`src/cpu_macros.svh`:
```
`ifndef CPU_MACROS_SVH
`define CPU_MACROS_SVH

// Datapath width, also used for byte addresses
`define CPU_DATA_W 32

// Flat register file, no windowing
`define CPU_NUM_REGS 16
`define CPU_REG_IDX_W 4  // Low nibble of each register byte

// Registers with a fixed role
`define CPU_SP_REG 0    // Stack pointer
`define CPU_FLAG_REG 1  // Compare flags

// Instruction sizes in bytes
`define CPU_INSTR_BYTES 4       // Opcode plus three register fields
`define CPU_LONG_INSTR_BYTES 8  // Short form plus trailing data word

// Stack grows upward, one word per push
`define CPU_STACK_STEP 4

`endif
```
`src/cpuPkg.sv`:
```
`default_nettype none

`include "cpu_macros.svh"

package cpuPkg;

  typedef logic [`CPU_DATA_W-1:0] word_t;      // One data word
  typedef logic [`CPU_REG_IDX_W-1:0] regIdx_t; // Register select
  typedef logic [`CPU_DATA_W-1:0] addr_t;      // Byte address

  // Byte 0 of every instruction
  typedef enum logic [7:0] {
    // Moves
    MovRC    = 8'h01,  // rA = const
    MovRR    = 8'h02,  // rA = rB
    MovRdC   = 8'h03,  // rA = [const]
    MovRdR   = 8'h04,  // rA = [rB]
    MovdCR   = 8'h05,  // [const] = rB
    MovdRoR  = 8'h06,  // [rA + const] = rB
    // Stack
    PushR    = 8'h10,
    PopR     = 8'h11,
    // Arithmetic, all wrap at 32 bits
    AddRRR   = 8'h20,
    AddRRC   = 8'h21,
    SubRRR   = 8'h22,
    SubRRC   = 8'h23,
    IncR     = 8'h24,
    DecR     = 8'h25,
    ShlRRR   = 8'h26,
    ShrRRR   = 8'h27,
    NegRR    = 8'h28,
    // Compares
    CmpRR    = 8'h30,  // Flags from rA vs rB
    CmpRC    = 8'h31,  // Flags from rA vs const
    CmpERRR  = 8'h32,  // rA = (rB == rC)
    CmpLtRRR = 8'h33,  // rA = (rB < rC)
    // Jumps, target in data word
    JmpC     = 8'h40,
    JeC      = 8'h41,
    JneC     = 8'h42,
    JzRC     = 8'h43,
    JnzRC    = 8'h44,
    // Other
    DoutR    = 8'h50,  // Debug output of rA
    Stall    = 8'h51   // Re-executes itself forever
  } opCode_t;

  // Sequencer steps, one cycle each
  typedef enum logic [3:0] {
    FetchIssue,  // Instruction read request
    FetchWait,
    Decode,      // Instruction word on ramIn
    RegRead,     // Operands out of the register file
    DataWait,    // Long forms only
    DataDone,
    MemIssue,    // Load, store, push, pop
    MemWait,
    MemDone,
    Commit       // Writeback and pointer update
  } seqState_t;

endpackage

`default_nettype wire

```
`src/cpuIfs.sv`:
```
`default_nettype none
`timescale 1ns/100ps

// Decoded instruction plus what the operation unit makes of it
interface instrIf import cpuPkg::*; ();
  opCode_t opCode;
  regIdx_t regA;
  regIdx_t regB;
  regIdx_t regC;
  word_t   dataWord;     // Trailing word of long forms
  word_t   valA;         // Flags for JeC and JneC
  word_t   valB;         // Stack pointer for push and pop
  word_t   valC;
  word_t   result;
  logic    resultWe;
  logic    flagsWe;
  word_t   flags;
  addr_t   memAddr;
  word_t   storeData;
  word_t   spNext;
  logic    spWe;
  logic    branchTaken;

  modport seq (
    output opCode, regA, regB, regC, dataWord, valA, valB, valC,
    input  result, resultWe, flagsWe, flags, memAddr, storeData, spNext, spWe, branchTaken
  );
  modport exec (
    input  opCode, regA, regB, regC, dataWord, valA, valB, valC,
    output result, resultWe, flagsWe, flags, memAddr, storeData, spNext, spWe, branchTaken
  );
endinterface

// Register file access, three reads and two writes
interface regPortIf import cpuPkg::*; ();
  regIdx_t [2:0] rdIdx;   // A, B, C field order
  word_t   [2:0] rdData;
  word_t         spValue;
  word_t         flagValue;
  logic          resWe;
  regIdx_t       resIdx;
  word_t         resData;
  logic          spWe;    // Wins over resWe on register 0
  word_t         spData;

  modport seq (output rdIdx, resWe, resIdx, resData, spWe, spData,
               input  rdData, spValue, flagValue);
  modport rf (input  rdIdx, resWe, resIdx, resData, spWe, spData,
              output rdData, spValue, flagValue);
endinterface

`default_nettype wire

```
`src/cpuTop.sv`:
```
`default_nettype none
`timescale 1ns/100ps

module cpuTop import cpuPkg::*; (
  input wire    clk,
  input wire    rstN,
  input wire    word_t ramIn,  // Read data, one cycle after sampling
  output addr_t ramAddress,
  output word_t ramOut,
  output logic  readReq,
  output logic  writeReq,
  output word_t debugOut,
  output logic  debugValid     // Pulses on DoutR commit
);

  instrIf   insBus ();  // Sequencer to operation unit
  regPortIf regBus ();  // Sequencer to register file

  instrSequencer i_seq (
    .clk        (clk),
    .rstN       (rstN),
    .ramIn      (ramIn),
    .ramAddress (ramAddress),
    .ramOut     (ramOut),
    .readReq    (readReq),
    .writeReq   (writeReq),
    .debugOut   (debugOut),
    .debugValid (debugValid),
    .ins        (insBus.seq),
    .rf         (regBus.seq)
  );

  execUnit i_exec (
    .ins (insBus.exec)
  );

  regFile i_regs (
    .clk  (clk),
    .rstN (rstN),
    .rf   (regBus.rf)
  );

endmodule

`default_nettype wire

```
`src/instrSequencer.sv`:
```
`default_nettype none
`timescale 1ns/100ps

`include "cpu_macros.svh"

module instrSequencer import cpuPkg::*; (
  input wire    clk,
  input wire    rstN,
  input wire    word_t ramIn,
  output addr_t ramAddress,
  output word_t ramOut,
  output logic  readReq,
  output logic  writeReq,
  output word_t debugOut,
  output logic  debugValid,
  instrIf.seq   ins,
  regPortIf.seq rf
);

  seqState_t state;
  addr_t     ip;        // Instruction pointer
  word_t     loadData;  // Read result of loads and pops
  logic      commitNow;

  // Forms carrying a trailing data word
  function automatic logic isLongOp(input opCode_t op);
    return op inside {MovRC, MovRdC, MovdCR, MovdRoR, AddRRC, SubRRC, CmpRC,
                      JmpC, JeC, JneC, JzRC, JnzRC};
  endfunction

  // Forms with a data memory access
  function automatic logic isMemOp(input opCode_t op);
    return op inside {MovRdC, MovRdR, MovdCR, MovdRoR, PushR, PopR};
  endfunction

  function automatic logic isStoreOp(input opCode_t op);
    return op inside {MovdCR, MovdRoR, PushR};
  endfunction

  // Control path
  always_ff @(posedge clk or negedge rstN) begin
    if (!rstN) begin
      state      <= FetchIssue;
      ip         <= '0;
      readReq    <= 1'b0;
      writeReq   <= 1'b0;
      debugOut   <= '0;
      debugValid <= 1'b0;
    end else begin
      readReq    <= 1'b0;  // Requests are single-cycle pulses
      writeReq   <= 1'b0;
      debugValid <= 1'b0;
      case (state)
        FetchIssue: begin
          readReq <= 1'b1;
          state   <= FetchWait;
        end
        FetchWait: state <= Decode;
        Decode:    state <= RegRead;
        RegRead: begin
          if (isLongOp(ins.opCode)) begin
            readReq <= 1'b1;  // Fetch data word
            state   <= DataWait;
          end else if (isMemOp(ins.opCode)) begin
            state <= MemIssue;
          end else begin
            state <= Commit;
          end
        end
        DataWait: state <= DataDone;
        DataDone: state <= isMemOp(ins.opCode) ? MemIssue : Commit;
        MemIssue: begin
          if (isStoreOp(ins.opCode)) begin
            writeReq <= 1'b1;
          end else begin
            readReq <= 1'b1;
          end
          state <= MemWait;
        end
        MemWait: state <= MemDone;
        MemDone: state <= Commit;
        Commit: begin
          if (ins.opCode == DoutR) begin
            debugOut   <= ins.valA;
            debugValid <= 1'b1;
          end
          if (ins.branchTaken) begin
            ip <= ins.dataWord;
          end else if (ins.opCode != Stall) begin  // Stall spins on itself
            ip <= ip + (isLongOp(ins.opCode) ? `CPU_LONG_INSTR_BYTES : `CPU_INSTR_BYTES);
          end
          state <= FetchIssue;
        end
        default: state <= FetchIssue;
      endcase
    end
  end

  // Payload registers, loaded per state
  always_ff @(posedge clk) begin
    case (state)
      FetchIssue: ramAddress <= ip;
      Decode: begin
        ins.opCode <= opCode_t'(ramIn[7:0]);
        ins.regA   <= ramIn[8 +: `CPU_REG_IDX_W];   // Upper nibbles ignored
        ins.regB   <= ramIn[16 +: `CPU_REG_IDX_W];
        ins.regC   <= ramIn[24 +: `CPU_REG_IDX_W];
      end
      RegRead: begin
        // Flag jumps see flags in A, stack forms see sp in B
        ins.valA   <= (ins.opCode inside {JeC, JneC}) ? rf.flagValue : rf.rdData[0];
        ins.valB   <= (ins.opCode inside {PushR, PopR}) ? rf.spValue : rf.rdData[1];
        ins.valC   <= rf.rdData[2];
        ramAddress <= ip + `CPU_INSTR_BYTES;  // Data word follows opcode word
      end
      DataDone: ins.dataWord <= ramIn;
      MemIssue: begin
        ramAddress <= ins.memAddr;
        ramOut     <= ins.storeData;
      end
      MemDone: loadData <= ramIn;
      default: ;
    endcase
  end

  assign commitNow = (state == Commit);

  // Register file reads follow the latched fields
  assign rf.rdIdx = {ins.regC, ins.regB, ins.regA};

  // Writeback, flags go to their fixed register
  assign rf.resWe   = commitNow && (ins.resultWe || ins.flagsWe);
  assign rf.resIdx  = ins.flagsWe ? regIdx_t'(`CPU_FLAG_REG) : ins.regA;
  assign rf.resData = ins.flagsWe ? ins.flags :
                      isMemOp(ins.opCode) ? loadData : ins.result;
  assign rf.spWe    = commitNow && ins.spWe;
  assign rf.spData  = ins.spNext;

endmodule

`default_nettype wire

```
`src/execUnit.sv`:
```
`default_nettype none
`timescale 1ns/100ps

`include "cpu_macros.svh"

module execUnit import cpuPkg::*; (
  instrIf.exec ins
);

  word_t cmpRhs;  // Right-hand side of flag compares
  logic  cmpEq;
  logic  cmpLt;
  logic  cmpGt;

  // Flag compare, unsigned
  assign cmpRhs = (ins.opCode == CmpRC) ? ins.dataWord : ins.valB;
  assign cmpEq  = (ins.valA == cmpRhs);
  assign cmpLt  = (ins.valA < cmpRhs);
  assign cmpGt  = (ins.valA > cmpRhs);
  assign ins.flags = word_t'({cmpGt, cmpLt, cmpEq});  // bit0 eq, bit1 lt, bit2 gt

  // Result, memory and stack side
  always_comb begin
    ins.result    = '0;
    ins.resultWe  = 1'b0;
    ins.flagsWe   = 1'b0;
    ins.memAddr   = ins.dataWord;  // Direct address by default
    ins.storeData = ins.valB;
    ins.spNext    = ins.valB;
    ins.spWe      = 1'b0;
    case (ins.opCode)
      MovRC: begin
        ins.result   = ins.dataWord;
        ins.resultWe = 1'b1;
      end
      MovRR: begin
        ins.result   = ins.valB;
        ins.resultWe = 1'b1;
      end
      // Loads, data swapped in by the sequencer at commit
      MovRdC: ins.resultWe = 1'b1;
      MovRdR: begin
        ins.memAddr  = ins.valB;
        ins.resultWe = 1'b1;
      end
      MovdCR: ins.storeData = ins.valB;          // Store rB at const
      MovdRoR: ins.memAddr = ins.valA + ins.dataWord;  // rA plus offset
      PushR: begin
        ins.memAddr   = ins.valB;                // Write at current sp
        ins.storeData = ins.valA;
        ins.spNext    = ins.valB + `CPU_STACK_STEP;
        ins.spWe      = 1'b1;
      end
      PopR: begin
        ins.memAddr  = ins.valB - `CPU_STACK_STEP;  // Top of stack
        ins.spNext   = ins.valB - `CPU_STACK_STEP;
        ins.spWe     = 1'b1;
        ins.resultWe = 1'b1;
      end
      AddRRR: begin
        ins.result   = ins.valB + ins.valC;
        ins.resultWe = 1'b1;
      end
      AddRRC: begin
        ins.result   = ins.valB + ins.dataWord;
        ins.resultWe = 1'b1;
      end
      SubRRR: begin
        ins.result   = ins.valB - ins.valC;
        ins.resultWe = 1'b1;
      end
      SubRRC: begin
        ins.result   = ins.valB - ins.dataWord;
        ins.resultWe = 1'b1;
      end
      IncR: begin
        ins.result   = ins.valA + 1'b1;  // In place
        ins.resultWe = 1'b1;
      end
      DecR: begin
        ins.result   = ins.valA - 1'b1;
        ins.resultWe = 1'b1;
      end
      ShlRRR: begin
        ins.result   = ins.valB << ins.valC;  // Zero for shifts of 32 or more
        ins.resultWe = 1'b1;
      end
      ShrRRR: begin
        ins.result   = ins.valB >> ins.valC;  // Logical
        ins.resultWe = 1'b1;
      end
      NegRR: begin
        ins.result   = -ins.valB;
        ins.resultWe = 1'b1;
      end
      CmpRR, CmpRC: ins.flagsWe = 1'b1;  // Goes to the flag register
      CmpERRR: begin
        ins.result   = word_t'(ins.valB == ins.valC);
        ins.resultWe = 1'b1;
      end
      CmpLtRRR: begin
        ins.result   = word_t'(ins.valB < ins.valC);
        ins.resultWe = 1'b1;
      end
      default: ;  // Jumps, DoutR, Stall and unknown codes write nothing here
    endcase
  end

  // Jump decision, target is always the data word
  always_comb begin
    case (ins.opCode)
      JmpC:    ins.branchTaken = 1'b1;
      JeC:     ins.branchTaken = ins.valA[0];  // Equal flag
      JneC:    ins.branchTaken = !ins.valA[0];
      JzRC:    ins.branchTaken = (ins.valC == '0);
      JnzRC:   ins.branchTaken = (ins.valC != '0);
      default: ins.branchTaken = 1'b0;
    endcase
  end

endmodule

`default_nettype wire

```
`src/regFile.sv`:
```
`default_nettype none
`timescale 1ns/100ps

`include "cpu_macros.svh"

module regFile import cpuPkg::*; (
  input wire   clk,
  input wire   rstN,
  regPortIf.rf rf
);

  word_t regs [`CPU_NUM_REGS];

  // Both writes land on the same edge
  always_ff @(posedge clk or negedge rstN) begin
    if (!rstN) begin
      for (int i = 0; i < `CPU_NUM_REGS; i++) begin
        regs[i] <= '0;  // sp and flags start at 0 too
      end
    end else begin
      if (rf.resWe) begin
        regs[rf.resIdx] <= rf.resData;
      end
      // Later assignment, so sp update overrides a pop into r0
      if (rf.spWe) begin
        regs[`CPU_SP_REG] <= rf.spData;
      end
    end
  end

  // Combinational reads, no bypass needed
  always_comb begin
    for (int p = 0; p < 3; p++) begin
      rf.rdData[p] = regs[rf.rdIdx[p]];
    end
  end

  // Fixed-role registers seen directly by the sequencer
  assign rf.spValue   = regs[`CPU_SP_REG];
  assign rf.flagValue = regs[`CPU_FLAG_REG];

endmodule

`default_nettype wire

```
`config.mk`:
```
export PLATFORM = sky130hd
export DESIGN_NAME = cpuTop
export DESIGN_NICKNAME = d
export VERILOG_FILES = /design/src/cpuPkg.sv /design/src/cpuIfs.sv /design/src/cpuTop.sv /design/src/instrSequencer.sv /design/src/execUnit.sv /design/src/regFile.sv
export VERILOG_INCLUDE_DIRS = /design/src
export SDC_FILE = /design/constraint.sdc
export NUM_CORES = 2
export LEC_CHECK = 0
export BUFFER_PORTS_ARGS = -buffer_cell sky130_fd_sc_hd__buf_2
export CAP_MARGIN = 0
export CORE_ASPECT_RATIO = 1.4
export CORE_MARGIN = 4
export CORE_UTILIZATION = 30
export DETAILED_ROUTE_END_ITERATION = 8
export GPL_TIMING_DRIVEN = 1
export HOLD_SLACK_MARGIN = 0.02
export PLACE_DENSITY = 0.47
export SLEW_MARGIN = 25
export SYNTH_ARGS = -nofsm -noshare
export SYNTH_HDL_FRONTEND = slang
export SYNTH_HIERARCHICAL = 1
export SYNTH_SLANG_ARGS = --single-unit
```
`constraint.sdc`:
```
create_clock -name clk -period 8.8 [get_ports clk]
set_input_delay 0.88 -clock clk [delete_from_list [all_inputs] [get_ports clk]]
set_output_delay 0.88 -clock clk [all_outputs]
set_load 0.02 [all_outputs]
```
==> flow_metrics.py <==
metrics = {
    "die": {
        "die_area_sq_um": 216000,
        "num_rows": 198,
        "die_h_um": 548,
        "die_w_um": 394,
        "start_util_pct": 30.1,
        "core_sq_um": 208000,
        "io_pins": 133,
    },
    "timing": {
        "post-route-min-period_ns": 7.22,
        "fin_skew_ns": 0.0371,
        "slew_headroom_pct": 18.9,
        "grt_setup_unrepaired": "no",
        "tns_ns": 0,
        "maxSlewViolCount": 0,
        "tightest_slew_ns": 1.20,
        "period_share_pct": 82.1,
        "timing.fmax_mhz": 138,
        "hold_violations": 0,
        "setup_viol": 0,
    },
    "global_routing": {
        "use_met2_pct": 42.5,
        "grt_busiest_layer": "met2",
        "grtUsageMet3_pct": 4.45,
        "grt_overflow_total": 0,
        "grt_antenna_before_repair": 18,
        "use_met1_pct": 30.9,
        "grt_pass1_vias": 51500,
        "grt_usage_pct": 25.7,
        "grt_pass1_wl_mm": 400,
        "grt_max_degree": 159,
    },
    "clock_network": {
        "htreeDepth": 3,
        "cts_tree": "built",
        "cts.sink_count": 827,
        "cts_hold_buf": 0,
        "insertion_delay_ns": 0.73,
        "clock_path_buffers": 3,
        "cts_resized": 0,
        "path_clk_slew_ns": 0.07,
        "cts_made_buffers": 90,
        "cts_root_buf": "clkbuf_16",
        "postCtsSetupRepairBufs": 0,
    },
    "synth": {
        "synthFlopType": "dfrtp_1",
        "yosys-top-cells-area": "dfrtp_1 23%, mux4_2 14%, edfxtp_1 12%",
        "yosys_warnings": 6,
        "synth_edf_count": 244,
        "synth-seq-area-share_pct": 35.1,
        "synthesis.area_sq_um": 62500,
        "postSynthAreaPerCell_sq_um": 10.6,
        "synthCells": 5907,
        "yosysTopAreaCell": "dfrtp_1",
        "synthArstFlopShare_pct": 70.5,
        "yosysTopAreaCellShare_pct": 23.3,
        "synth_cell_types": 115,
        "ys_seq_elements": 827,
    },
    "setup_path": {
        "cp.required_ns": 9.40,
        "critical_path_arrival_ns": 7.82,
        "critPathSlowestCell": "a221oi_1",
        "cp_common_cell": "o21ai_0",
        "startpoint_type": "flop",
        "criticalPathCategory": "flop to flop",
        "worst-r2r-setup-slack_ns": 1.58,
        "end_kind": "flop",
        "cp_slowest_stage_delay_ns": 1.01,
        "worstPathCellList": "nor2_1 -> nand3b_1 -> nor2_1 -> nand2_1 -> nor2_2 -> and2_1 -> ha_1 -> and2_0 -> a221oi_1 -> o21ai_0 -> buf_4 -> o31ai_1 -> buf_4 -> o21ai_0 -> nor3_1 -> nor4_1 -> o21ai_0 -> o2111ai_1 -> mux2i_1 -> o21ai_2 -> mux2_2",
        "cp_max_fo": 16,
    },
    "drt": {
        "dr.pass1.iters": 9,
        "routed_wl_mm": 287,
        "drt_iter0_drc": 5527,
        "ant_nets": 0,
        "routedWlPerCell_um": 33.7,
        "vias": 52100,
        "via_per_inst": 6.13,
        "drcViolationCount": 0,
    },
    "cells_and_area": {
        "final_cell_mix": "583 x dfrtp_1, 524 x mux2_2, 492 x nand2_1",
        "layout_commonest_cell": "dfrtp_1",
        "final_nets": 5924,
        "drive_above_1_share_pct": 27.3,
        "syn2layout_area_growth_pct": 9.34,
    },
    "power_and_ir_drop": {
        "p_total_uw": 16600,
        "powerDensity_nw_per_um2": 243,
        "leakage_uw": 0.0270,
        "vdd_drop_max_mv": 0.166,
    },
    "place": {
        "place.gp.congestion": 1.04,
        "portBuffers": 132,
        "hpwl_mm": 201,
    },
    "flow_run": {
        "maxCapViolCount": 0,
    },
    "outcome": {
        "status": "completed",
    },
    "worst_hold_path": {
        "hp-class": "input pin to asynchronous set/reset pin",
    },
}
-- registers in the layout, summed over array words and instances, names as in the netlist --
register / count
i_seq/readReq: 1
i_seq/ins.regB: 4
i_seq/state: 4
i_seq/ins.valB: 32
i_seq/ramOut: 32
i_seq/loadData: 32
i_regs/rf.spValue: 32
i_seq/writeReq: 1
i_seq/debugValid: 1
i_regs/regs: 448
i_seq/ip: 32
i_seq/ins.dataWord: 32
i_seq/ins.opCode: 8
i_seq/ins.valA: 32
i_seq/ins.regA: 4
i_seq/debugOut: 32
i_seq/ins.valC: 32
i_regs/rf.flagValue: 32
i_seq/ramAddress: 32
i_seq/ins.regC: 4
-- Yosys cell counts, drive strengths merged, types with 23 or more instances --
cell,count
ha,164
dfrtp,583
o21ai,358
buf,309
inv,99
nand2b,38
a221o,23
o221ai,23
or3,27
and3,31
mux2i,129
or2,23
mux4,392
a21oi,294
xnor2,101
nand2,495
o211ai,39
a211oi,52
nand3,133
edfxtp,244
a31oi,82
nor3,122
a22oi,212
nand4,58
nor2b,37
and2,27
nor2,382
nor4,42
a21o,59
mux2,590
xor2,65
clkbuf,330
o22ai,23
a221oi,31
o21a,27
o31ai,24
-- per-stage QoR --
stage	utilization, %	worst slack [ns]	cells	hold WS [ns]	instance area, sq um
5_1_grt	32.9	1.27	8497	0.130	68300
3_3_place_gp	31.4	1.49	8327	0.485	65200
3_5_place_dp	31.5	1.47	8329	0.491	65300
2_1_floorplan	-	2.61	5935	0.479	62600
6_report	32.9	1.58	8501	0.0967	68300
4_1_cts	32.9	1.44	8496	0.0819	68300
-- area by class of cell --
type	instances	area (sq um)
diodes	5	12.5
clock buffers	132	2620
clock inverters	35	335
fillers	21100	139000
inverters	103	389
multi-input cells	4366	37400
flip-flops and latches	827	21900
well taps	2700	3380
repair buffers	333	2280
-- critical path: cells and delay by family, from the launching register on --
kind / cells / cell delay, ns
adders and majority gates: 1 / 0.43
DFF: 1 / 0.51
AOI/OAI and AO/OA: 7 / 2.35
buffers and inverters: 2 / 0.38
and+or+nand+nor: 9 / 2.58
muxes: 2 / 0.83
-- power by group --
part	internal [uW]	total, uW	switching [uW]
clock network	2190	3900	1710
registers	4520	5160	635
logic	2640	7540	4900
total	9350	16600	7250
-- cells by family (layout without fill, tap and decap cells) --
kind of cell             after synthesis  after routing  share of synthesized area (%)
XOR/XNOR                             166            166                           2.33
AND/OR/NAND/NOR                     1481           1481                           11.3
flip-flops                           827            827                           35.1
AO/OA/AOI/OAI                       1410           1410                           14.8
buffers and inverters                742            603                           5.85
multiplexers                        1111           1111                           27.2
other                                  1             34                        0.00600
adder cells (fa/ha/maj)              169            169                           3.44
-- per-layer routing --
| layer | up-vias | wire [um] |
|---|---|---|
| met2 | 2447 | 135000 |
| met4 | 10 | 22300 |
| met5 | - | 69 |
| li1 | 22100 | - |
| met1 | 26800 | 109000 |
| met3 | 727 | 19800 |
-- worst paths after layout --
| path | start | endpoint | cells after the start |
|---|---|---|---|
| setup reg to reg | i_seq/ins.opCode[7]$_DFFE_PP_ | i_regs/regs[30]$_DFFE_PN0P_ | 21 |
| max in group asynchronous | rstN | i_regs/rf.spValue[4]$_DFFE_PN0P_ | 3 |
| hold / removal | rstN | i_seq/debugOut[12]$_DFFE_PN0P_ | 1 |
| setup / recovery | i_seq/ins.opCode[7]$_DFFE_PP_ | i_regs/regs[30]$_DFFE_PN0P_ | 21 |
| hold reg to reg | i_seq/debugOut[27]$_DFFE_PN0P_ | i_seq/debugOut[27]$_DFFE_PN0P_ | 1 |
| min in group clk | ramIn[15] | i_seq/loadData[15]$_DFFE_PP_ | 1 |
(Power assumes the default switching activity.)
